## src/verilog/cps_video_pkg.sv

```systemverilog
package cps_video_pkg;

    // length of the CPS-B configuration chain in bytes
    localparam int CFG_BYTES = 21;

    // CPS-A word indices
    localparam logic [4:0] A_VRAM_OBJ_BASE  = 5'h00;
    localparam logic [4:0] A_VRAM1_BASE     = 5'h01;
    localparam logic [4:0] A_VRAM2_BASE     = 5'h02;
    localparam logic [4:0] A_VRAM3_BASE     = 5'h03;
    localparam logic [4:0] A_VRAM_ROW_BASE  = 5'h04;
    localparam logic [4:0] A_PAL_BASE       = 5'h05;
    localparam logic [4:0] A_HPOS1          = 5'h06;
    localparam logic [4:0] A_VPOS1          = 5'h07;
    localparam logic [4:0] A_HPOS2          = 5'h08;
    localparam logic [4:0] A_VPOS2          = 5'h09;
    localparam logic [4:0] A_HPOS3          = 5'h0a;
    localparam logic [4:0] A_VPOS3          = 5'h0b;
    localparam logic [4:0] A_HSTAR1         = 5'h0c;
    localparam logic [4:0] A_VSTAR1         = 5'h0d;
    localparam logic [4:0] A_HSTAR2         = 5'h0e;
    localparam logic [4:0] A_VSTAR2         = 5'h0f;
    localparam logic [4:0] A_VRAM_STAR_BASE = 5'h10;
    localparam logic [4:0] A_PPU_CTRL       = 5'h11;

    typedef struct packed {
        logic [4:0]  addr;
        logic [1:0]  dsn;   // byte selects, active low
        logic [15:0] data;
    } cpu_bus_t;

    typedef struct packed {
        logic [15:0] vram_obj_base;
        logic [15:0] vram1_base;
        logic [15:0] vram2_base;
        logic [15:0] vram3_base;
        logic [15:0] vram_row_base;
        logic [15:0] pal_base;
        logic [15:0] hpos1;
        logic [15:0] vpos1;
        logic [15:0] hpos2;
        logic [15:0] vpos2;
        logic [15:0] hpos3;
        logic [15:0] vpos3;
        logic [15:0] hstar1;
        logic [15:0] vstar1;
        logic [15:0] hstar2;
        logic [15:0] vstar2;
        logic [15:0] vram_star_base;
        logic [15:0] ppu_ctrl;
    } cpsa_regs_t;

    typedef struct packed {
        logic [4:0]      id;
        logic [4:0]      mult1;
        logic [4:0]      mult2;
        logic [4:0]      rslt0;
        logic [4:0]      rslt1;
        logic [4:0]      layer;
        logic [4:0]      prio0;
        logic [4:0]      prio1;
        logic [4:0]      prio2;
        logic [4:0]      prio3;
        logic [4:0]      pal_page;
        logic [7:0]      cpsb_id;
        logic [3:0][7:0] layer_mask;
        logic [5:0]      game;
        logic [15:0]     bank_offset;
        logic [15:0]     bank_mask;
    } cpsb_map_t;

    typedef struct packed {
        logic [15:0]      layer_ctrl;
        logic [3:0][15:0] prio;   // indexed by priority group
    } layer_cfg_t;

    typedef struct packed {
        logic [3:0] color;   // 4'hf is transparent
        logic [1:0] group;
        logic [4:0] pal;
    } pixel_t;

    localparam pixel_t PXL_CLEAR = '{color: 4'hf, group: 2'd0, pal: 5'd0};

endpackage

```

## src/verilog/cpsa_regs.sv

```systemverilog
`timescale 1ns/1ns

module cpsa_regs (
    input  logic                     clk,
    input  logic                     reg_rst,
    input  logic                     ppu1_cs,
    input  cps_video_pkg::cpu_bus_t  bus,
    output cps_video_pkg::cpsa_regs_t regs,
    output logic                     pal_copy
);

    // set by a palette base write, cleared when the pulse goes out
    logic pre_copy;

    // only lanes with a low byte select take the new data
    function automatic logic [15:0] lane_merge(
        input logic [15:0] old_word,
        input logic [15:0] new_word,
        input logic [1:0]  dsn
    );
        logic [15:0] merged;
        merged[15:8] = dsn[1] ? old_word[15:8] : new_word[15:8];
        merged[7:0]  = dsn[0] ? old_word[7:0]  : new_word[7:0];
        return merged;
    endfunction

    always_ff @(posedge clk or posedge reg_rst) begin
        if (reg_rst) begin
            regs <= '0;
        end else if (ppu1_cs) begin
            case (bus.addr)
                cps_video_pkg::A_VRAM_OBJ_BASE:
                    regs.vram_obj_base <= lane_merge(regs.vram_obj_base, bus.data, bus.dsn);
                cps_video_pkg::A_VRAM1_BASE:
                    regs.vram1_base <= lane_merge(regs.vram1_base, bus.data, bus.dsn);
                cps_video_pkg::A_VRAM2_BASE:
                    regs.vram2_base <= lane_merge(regs.vram2_base, bus.data, bus.dsn);
                cps_video_pkg::A_VRAM3_BASE:
                    regs.vram3_base <= lane_merge(regs.vram3_base, bus.data, bus.dsn);
                cps_video_pkg::A_VRAM_ROW_BASE:
                    regs.vram_row_base <= lane_merge(regs.vram_row_base, bus.data, bus.dsn);
                cps_video_pkg::A_PAL_BASE:
                    regs.pal_base <= lane_merge(regs.pal_base, bus.data, bus.dsn);
                cps_video_pkg::A_HPOS1:
                    regs.hpos1 <= lane_merge(regs.hpos1, bus.data, bus.dsn);
                cps_video_pkg::A_VPOS1:
                    regs.vpos1 <= lane_merge(regs.vpos1, bus.data, bus.dsn);
                cps_video_pkg::A_HPOS2:
                    regs.hpos2 <= lane_merge(regs.hpos2, bus.data, bus.dsn);
                cps_video_pkg::A_VPOS2:
                    regs.vpos2 <= lane_merge(regs.vpos2, bus.data, bus.dsn);
                cps_video_pkg::A_HPOS3:
                    regs.hpos3 <= lane_merge(regs.hpos3, bus.data, bus.dsn);
                cps_video_pkg::A_VPOS3:
                    regs.vpos3 <= lane_merge(regs.vpos3, bus.data, bus.dsn);
                cps_video_pkg::A_HSTAR1:
                    regs.hstar1 <= lane_merge(regs.hstar1, bus.data, bus.dsn);
                cps_video_pkg::A_VSTAR1:
                    regs.vstar1 <= lane_merge(regs.vstar1, bus.data, bus.dsn);
                cps_video_pkg::A_HSTAR2:
                    regs.hstar2 <= lane_merge(regs.hstar2, bus.data, bus.dsn);
                cps_video_pkg::A_VSTAR2:
                    regs.vstar2 <= lane_merge(regs.vstar2, bus.data, bus.dsn);
                cps_video_pkg::A_VRAM_STAR_BASE:
                    regs.vram_star_base <= lane_merge(regs.vram_star_base, bus.data, bus.dsn);
                cps_video_pkg::A_PPU_CTRL:
                    regs.ppu_ctrl <= lane_merge(regs.ppu_ctrl, bus.data, bus.dsn);
                default: begin
                    // indices 18 to 31 are not mapped
                end
            endcase
        end
    end

    // the copy request waits until the chip select drops,
    // by then the palette base has settled
    always_ff @(posedge clk or posedge reg_rst) begin
        if (reg_rst) begin
            pre_copy <= 1'b0;
            pal_copy <= 1'b0;
        end else begin
            if (!ppu1_cs && pre_copy) begin
                pal_copy <= 1'b1;
                pre_copy <= 1'b0;
            end else begin
                pal_copy <= 1'b0;
            end
            if (ppu1_cs && bus.addr == cps_video_pkg::A_PAL_BASE) begin
                pre_copy <= 1'b1;
            end
        end
    end

endmodule

```

## src/verilog/cpsb_cfg.sv

```systemverilog
`timescale 1ns/1ns

module cpsb_cfg (
    input  logic                      clk,
    input  logic                      reg_rst,
    input  logic                      cfg_we,
    input  logic [7:0]                cfg_data,
    output cps_video_pkg::cpsb_map_t  map
);

    // byte 0 is the most recent byte shifted in
    logic [cps_video_pkg::CFG_BYTES-1:0][7:0] chain;

    always_ff @(posedge clk or posedge reg_rst) begin
        if (reg_rst) begin
            chain <= '0;
        end else if (cfg_we) begin
            chain <= {chain[cps_video_pkg::CFG_BYTES-2:0], cfg_data};
        end
    end

    // address bytes hold byte offsets, the bus works in words
    always_comb begin
        map.id       = chain[0][5:1];
        map.cpsb_id  = chain[1];
        map.mult1    = chain[2][5:1];
        map.mult2    = chain[3][5:1];
        map.rslt0    = chain[4][5:1];
        map.rslt1    = chain[5][5:1];
        map.layer    = chain[6][5:1];
        map.prio0    = chain[7][5:1];
        map.prio1    = chain[8][5:1];
        map.prio2    = chain[9][5:1];
        map.prio3    = chain[10][5:1];
        map.pal_page = chain[11][5:1];
    end

    // layer masks, a fourth scroll layer would reuse mask 3
    always_comb begin
        map.layer_mask[0] = chain[12];
        map.layer_mask[1] = chain[13];
        map.layer_mask[2] = chain[14];
        map.layer_mask[3] = chain[15];
    end

    // ROM banking fields
    always_comb begin
        map.game        = chain[16][5:0];
        map.bank_offset = {chain[18], chain[17]};
        map.bank_mask   = {chain[20], chain[19]};
    end

endmodule

```

## src/verilog/cpsb_regs.sv

```systemverilog
`timescale 1ns/1ns

module cpsb_regs (
    input  logic                       clk,
    input  logic                       reg_rst,
    input  logic                       ppu2_cs,
    input  cps_video_pkg::cpu_bus_t    bus,
    input  cps_video_pkg::cpsb_map_t   map,
    output logic [15:0]                mmr_dout,
    output cps_video_pkg::layer_cfg_t  lcfg,
    output logic [5:0]                 pal_page_en
);

    // positions in the hit vector
    localparam int H_ID       = 0;
    localparam int H_MULT1    = 1;
    localparam int H_MULT2    = 2;
    localparam int H_RSLT0    = 3;
    localparam int H_RSLT1    = 4;
    localparam int H_LAYER    = 5;
    localparam int H_PRIO0    = 6;
    localparam int H_PAL_PAGE = 10;

    logic [10:0] hit;
    logic        wr_en;
    logic [15:0] mult1;
    logic [15:0] mult2;
    logic [31:0] product;
    logic [15:0] grp_id;
    logic [15:0] grp_lp;
    logic [15:0] rd_word;

    always_comb begin
        hit[H_ID]       = bus.addr == map.id;
        hit[H_MULT1]    = bus.addr == map.mult1;
        hit[H_MULT2]    = bus.addr == map.mult2;
        hit[H_RSLT0]    = bus.addr == map.rslt0;
        hit[H_RSLT1]    = bus.addr == map.rslt1;
        hit[H_LAYER]    = bus.addr == map.layer;
        hit[H_PRIO0]    = bus.addr == map.prio0;
        hit[H_PRIO0+1]  = bus.addr == map.prio1;
        hit[H_PRIO0+2]  = bus.addr == map.prio2;
        hit[H_PRIO0+3]  = bus.addr == map.prio3;
        hit[H_PAL_PAGE] = bus.addr == map.pal_page;
    end

    // word writes only
    assign wr_en = ppu2_cs && bus.dsn == 2'b00;

    // ID and multiplier group
    always_comb begin
        grp_id = 16'hffff;
        if (hit[H_ID]) begin
            grp_id = {4'h0, map.cpsb_id[7:4], 4'h0, map.cpsb_id[3:0]};
        end else if (hit[H_MULT1]) begin
            grp_id = mult1;
        end else if (hit[H_MULT2]) begin
            grp_id = mult2;
        end else if (hit[H_RSLT0]) begin
            grp_id = product[15:0];
        end else if (hit[H_RSLT1]) begin
            grp_id = product[31:16];
        end
    end

    // layer and priority group
    always_comb begin
        grp_lp = 16'hffff;
        if (hit[H_LAYER]) begin
            grp_lp = lcfg.layer_ctrl;
        end else if (hit[H_PRIO0]) begin
            grp_lp = lcfg.prio[0];
        end else if (hit[H_PRIO0+1]) begin
            grp_lp = lcfg.prio[1];
        end else if (hit[H_PRIO0+2]) begin
            grp_lp = lcfg.prio[2];
        end else if (hit[H_PRIO0+3]) begin
            grp_lp = lcfg.prio[3];
        end else if (hit[H_PAL_PAGE]) begin
            grp_lp = {10'd0, pal_page_en};
        end
    end

    // 5'h1f never answers
    always_comb begin
        if (&bus.addr) begin
            rd_word = 16'hffff;
        end else if (|hit[H_RSLT1:H_ID]) begin
            rd_word = grp_id;
        end else begin
            rd_word = grp_lp;
        end
    end

    always_ff @(posedge clk) begin
        if (wr_en && hit[H_MULT1]) begin
            mult1 <= bus.data;
        end
        if (wr_en && hit[H_MULT2]) begin
            mult2 <= bus.data;
        end
        product <= mult1 * mult2;
    end

    always_ff @(posedge clk or posedge reg_rst) begin
        if (reg_rst) begin
            mmr_dout        <= 16'hffff;
            lcfg.layer_ctrl <= 16'd0;
            lcfg.prio       <= {4{16'hffff}};
            pal_page_en     <= 6'h3f;
        end else if (ppu2_cs) begin
            mmr_dout <= rd_word;
            if (wr_en && hit[H_LAYER]) begin
                lcfg.layer_ctrl <= bus.data;
            end
            for (int i = 0; i < 4; i++) begin
                if (wr_en && hit[H_PRIO0+i]) begin
                    lcfg.prio[i] <= bus.data;
                end
            end
            if (wr_en && hit[H_PAL_PAGE]) begin
                pal_page_en <= bus.data[5:0];
            end
        end
    end

endmodule

```

## src/verilog/layer_mixer.sv

```systemverilog
`timescale 1ns/1ns

module layer_mixer (
    input  logic                       clk,
    input  logic                       reg_rst,
    input  cps_video_pkg::layer_cfg_t  lcfg,
    input  cps_video_pkg::cpsb_map_t   map,
    input  cps_video_pkg::pixel_t      obj_pxl,
    input  cps_video_pkg::pixel_t      scr1_pxl,
    input  cps_video_pkg::pixel_t      scr2_pxl,
    input  cps_video_pkg::pixel_t      scr3_pxl,
    output cps_video_pkg::pixel_t      mix_pxl
);

    // layer 0 is the sprite layer, 1 to 3 the scroll layers
    cps_video_pkg::pixel_t layer_pxl [0:3];
    logic [3:0]            layer_en;
    cps_video_pkg::pixel_t pick;

    assign layer_pxl[0] = obj_pxl;
    assign layer_pxl[1] = scr1_pxl;
    assign layer_pxl[2] = scr2_pxl;
    assign layer_pxl[3] = scr3_pxl;

    always_comb begin
        for (int i = 0; i < 4; i++) begin
            layer_en[i] = |(lcfg.layer_ctrl[7:0] & map.layer_mask[i]);
        end
    end

    // walk the draw order from back to front
    always_comb begin : resolve
        logic [1:0]            lay;
        cps_video_pkg::pixel_t cand;
        logic                  pick_prio;
        pick      = cps_video_pkg::PXL_CLEAR;
        pick_prio = 1'b0;
        for (int k = 0; k < 4; k++) begin
            lay  = lcfg.layer_ctrl[6 + 2*k +: 2];
            cand = layer_pxl[lay];
            if (layer_en[lay] && cand.color != 4'hf) begin
                if (lay == 2'd0) begin
                    // sprite loses against a priority scroll pixel below it
                    if (!pick_prio) begin
                        pick = cand;
                    end
                end else begin
                    pick      = cand;
                    pick_prio = lcfg.prio[cand.group][cand.color];
                end
            end
        end
    end

    always_ff @(posedge clk or posedge reg_rst) begin
        if (reg_rst) begin
            mix_pxl <= cps_video_pkg::PXL_CLEAR;
        end else begin
            mix_pxl <= pick;
        end
    end

endmodule

```

## src/verilog/cps_video_ctrl.sv

```systemverilog
`timescale 1ns/1ns

module cps_video_ctrl (
    input  logic                       clk,
    input  logic                       reg_rst,
    // CPU side
    input  cps_video_pkg::cpu_bus_t    bus,
    input  logic                       ppu1_cs,
    input  logic                       ppu2_cs,
    output logic [15:0]                mmr_dout,
    // configuration chain
    input  logic                       cfg_we,
    input  logic [7:0]                 cfg_data,
    // pixels
    input  cps_video_pkg::pixel_t      obj_pxl,
    input  cps_video_pkg::pixel_t      scr1_pxl,
    input  cps_video_pkg::pixel_t      scr2_pxl,
    input  cps_video_pkg::pixel_t      scr3_pxl,
    output cps_video_pkg::pixel_t      mix_pxl,
    // register outputs
    output cps_video_pkg::cpsa_regs_t  cpsa,
    output logic                       pal_copy,
    output logic [5:0]                 pal_page_en,
    output logic [5:0]                 game,
    output logic [15:0]                bank_offset,
    output logic [15:0]                bank_mask
);

    cps_video_pkg::cpsb_map_t  map;
    cps_video_pkg::layer_cfg_t lcfg;

    assign game        = map.game;
    assign bank_offset = map.bank_offset;
    assign bank_mask   = map.bank_mask;

    cpsa_regs u_cpsa_regs (
        .clk      (clk),
        .reg_rst  (reg_rst),
        .ppu1_cs  (ppu1_cs),
        .bus      (bus),
        .regs     (cpsa),
        .pal_copy (pal_copy)
    );

    cpsb_cfg u_cpsb_cfg (
        .clk      (clk),
        .reg_rst  (reg_rst),
        .cfg_we   (cfg_we),
        .cfg_data (cfg_data),
        .map      (map)
    );

    cpsb_regs u_cpsb_regs (
        .clk         (clk),
        .reg_rst     (reg_rst),
        .ppu2_cs     (ppu2_cs),
        .bus         (bus),
        .map         (map),
        .mmr_dout    (mmr_dout),
        .lcfg        (lcfg),
        .pal_page_en (pal_page_en)
    );

    layer_mixer u_layer_mixer (
        .clk      (clk),
        .reg_rst  (reg_rst),
        .lcfg     (lcfg),
        .map      (map),
        .obj_pxl  (obj_pxl),
        .scr1_pxl (scr1_pxl),
        .scr2_pxl (scr2_pxl),
        .scr3_pxl (scr3_pxl),
        .mix_pxl  (mix_pxl)
    );

endmodule

```

## config.mk

```make
export PLATFORM = sky130hd
export DESIGN_NAME = cps_video_ctrl
export DESIGN_NICKNAME = d
export VERILOG_FILES = /design/src/verilog/cps_video_pkg.sv /design/src/verilog/cpsa_regs.sv /design/src/verilog/cpsb_cfg.sv /design/src/verilog/cpsb_regs.sv /design/src/verilog/layer_mixer.sv /design/src/verilog/cps_video_ctrl.sv
export SDC_FILE = /design/constraint.sdc
export NUM_CORES = 2
export LEC_CHECK = 0
export ABC_CLOCK_PERIOD_IN_PS = 47700
export BUFFER_PORTS_ARGS = -buffer_cell sky130_fd_sc_hd__buf_2
export CORE_MARGIN = 4
export CORE_UTILIZATION = 25
export DETAILED_ROUTE_END_ITERATION = 10
export HOLD_SLACK_MARGIN = 0.15
export PLACE_DENSITY_LB_ADDON = 0.25
export SLEW_MARGIN = 20
export SYNTH_ARGS = -nofsm -noshare
export SYNTH_HDL_FRONTEND = slang
export SYNTH_SLANG_ARGS = --single-unit
```

## constraint.sdc

```tcl
create_clock -name clk -period 47.7 [get_ports clk]
set_input_delay 7.155 -clock clk [delete_from_list [all_inputs] [get_ports clk]]
set_output_delay 7.155 -clock clk [all_outputs]
set_load 0.005 [all_outputs]
```

==> flow_summary.toml <==
[place]
place_ws_ns = 36.77
portBuffers = 439
place_area_mm2 = 0.04110
dp.final_hpwl_um = 88240
gp_congestion = 0.8431

[min_path]
min_path_type = "flop to flop"
hold_depth = 1

[floorplanning]
die-width_um = 393.8
row_count = 141
core_mm2 = 0.1478
die_area_mm2 = 0.1551
start_util = 0.2517
io_pins = 440
die_h_um = 393.8

[timing]
setup-tns-final_ns = 0
fin_ws_ns = 37.54
rsz0062_at_grt = "no"
period_needed_ns = 10.16
finClkSkew_ns = 0.04633
setup_viol = 0
worst_slew_pin_slew_ns = 1.125
hold_viol = 0
max-slew-margin-rel = 0.2500
final_max_slew_viol_count = 0
post-route-period-util = 0.2131
fmax_mhz = 98.38

[global_route]
globalRoute.totalOverflow = 0
grt_antenna_before_repair = 19
grt_pass1_vias = 26610
grt_pass1_wl_um = 184400
grt_max_degree = 109
grt_usage = 0.1572

[cells_and_area]
nets = 3728
fin_area_mm2 = 0.04369
final_common_cell = "mux2_2"
layout_common_cells = "mux2_2, dfrtp_1, buf_2"
drive_gt1_frac = 0.3941
syn2layout_area_growth_pct = 17.42
utilization = 0.2955

[logic_synthesis]
yosysTopAreaCell = "dfrtp_1"
syn-cell-area_mm2 = 0.03720
seq_area_frac_synth = 0.4301
async_reset_ff_frac = 0.8992
synth_edf_count = 32
synth_top_area_frac = 0.3235
syn-mean-instance-area_um2 = 12.42
ys.flop_type = "dfrtp_1"
ys_warn_count = 0
synth.distinct_cells = 88
ys_ff_latch = 635
synthCells = 2996
syn_nets = 3374
ys_top_cells_by_area = "dfrtp_1, mux2_2, fa_1"

[route]
detail_route.wl_per_cell_um = 22.96
top_layer = "met5"
drtIter0Drc = 1426
drt-met1-wl_um = 54110
wl_met2_um = 57310
route.antenna.remaining_nets = 0
first_pass_iters = 5
viasPerCell = 4.647
wl_met3_um = 7892
vias = 24870
wl_um = 122900
drc = 0

[clock_tree]
clockBufferDepth = 3
post-cts-setup-buffer-count = 0
clk_pin_slew_ns = 0.06
numCtsBuffers = 78
cts_tree = "yes"
htreeDepth = 3
cts-root-buf = "clkbuf_16"
cts_resized = 0
insertion_delay_ns = 0.67
cts_sinks = 635
cts_hold_buffers = 0

[power]
vdd_drop_max_uv = 25.07
leakage_uw = 0.02047
power_density_mw_per_mm2 = 48.66

[status]
status = "finished clean"

[worst_setup_path]
cp_data_arrival_time_ns = 10.70
worstPathRequired_ns = 48.24
reg2regPathDepth = 21
crit_path_start_kind = "primary input"
cp_max_fo = 33
end_kind = "flop"
path_class = "primary input to flop"

[flow_run]
maxCapViolations = 0
per-layer routing:
| metal | track usage | up-vias |
|---|---|---|
| met5 | 0 | - |
| met4 | 0.04156 | 10 |
| met3 | 0.04057 | 176 |
| met2 | 0.2561 | 654 |
| met1 | 0.2077 | 12980 |
| li1 | - | 11050 |
critical path, cell delays in order:
cell and delay [ns]:
buf_2 0.11, mux4_2 0.94, mux2i_1 0.29, mux2i_1 0.11, mux4_2 0.49, nand2b_1 0.13
a211oi_4 0.10, o31ai_4 0.60, nand2_1 0.26, a311oi_1 0.36, o22ai_1 0.13
per-stage QoR:
| stage | std cells | hold WS, ns | total power [uW] |
|---|---|---|---|
| 2_1_floorplan | 2996 | 0.4562 | 1299 |
| 6_report | 5351 | 0.4890 | 2126 |
| 3_5_place_dp | 5200 | 0.4809 | 1544 |
| 3_3_place_gp | 5200 | 0.4758 | 1540 |
| 5_1_grt | 5345 | 0.5084 | 2254 |
| 4_1_cts | 5343 | 0.4942 | 2155 |
report_power, final:
part,internal [uW],switching [uW]
logic,331,364
registers,704,135
clock network,342,250
flip-flops by register name (all words and copies together), names as in the netlist, 6 cells and up:
name                     cells
u_cpsa_regs.regs           288
u_cpsb_regs.lcfg            80
u_cpsb_cfg.map             133
u_cpsb_regs.product         32
u_cpsb_cfg.chain            35
u_layer_mixer.mix_pxl       11
u_cpsb_regs.mult1           16
u_cpsb_regs.mmr_dout        16
u_cpsb_regs.pal_page_en      6
u_cpsb_regs.mult2           16
layout make-up:
class | instances | area (um^2)
Inverter | 228 | 863.3
Timing Repair Buffer | 484 | 2541
Clock inverter | 34 | 336.6
Clock buffer | 109 | 2230
Sequential cell | 635 | 16000
Multi-Input combinational cell | 1923 | 19280
Fill cell | 15280 | 104200
Tap cell | 1930 | 2415
Antenna cell | 8 | 20.02
Yosys cell counts, types with 4 or more instances:
master	count
a211oi_1	30
a21o_1	14
a21oi_1	61
a22oi_1	19
a311oi_1	7
a31oi_1	5
and2_1	122
and4_1	4
buf_1	8
buf_2	10
buf_4	43
buf_6	4
clkbuf_1	134
clkbuf_8	7
dfrtp_1	481
dfstp_2	90
dfxtp_1	32
edfxtp_1	32
fa_1	194
ha_1	104
inv_1	228
mux2_1	5
mux2_2	545
mux2i_1	91
mux4_2	70
nand2_1	236
nand2b_1	19
nand3_1	15
nand4_1	7
nor2_1	88
nor2b_1	6
nor3_1	19
o21a_1	14
o21ai_0	45
o21ai_1	6
o221ai_1	17
o22a_1	4
o22ai_1	21
o32a_1	8
or3_1	4
xnor2_1	46
xor2_1	36
worst paths after layout:
kind	from	endpoint	slack, ns
worst min register to register	u_cpsa_regs.pre_copy	u_cpsa_regs.pal_copy	0.49
worst max-delay path	scr1_pxl[5]	u_layer_mixer.mix_pxl[6]	37.54
max in group asynchronous	reg_rst	u_cpsb_cfg.map[2]	37.81
min in group asynchronous	reg_rst	u_cpsa_regs.regs[114]	6.60
worst min-delay path	u_cpsa_regs.pre_copy	u_cpsa_regs.pal_copy	0.49
worst max register to register	u_cpsb_regs.mult1[6]	u_cpsb_regs.product[31]	40.66
cells by family after synthesis:
logic type | Yosys count | share of synthesized area
simple gates | 545 | 0.07005
fa+ha+maj | 298 | 0.1394
xor+xnor | 82 | 0.01930
buf+inv | 438 | 0.05297
mux | 715 | 0.2355
flops | 635 | 0.4301
compound gates | 283 | 0.05270
(Power assumes the default switching activity.)
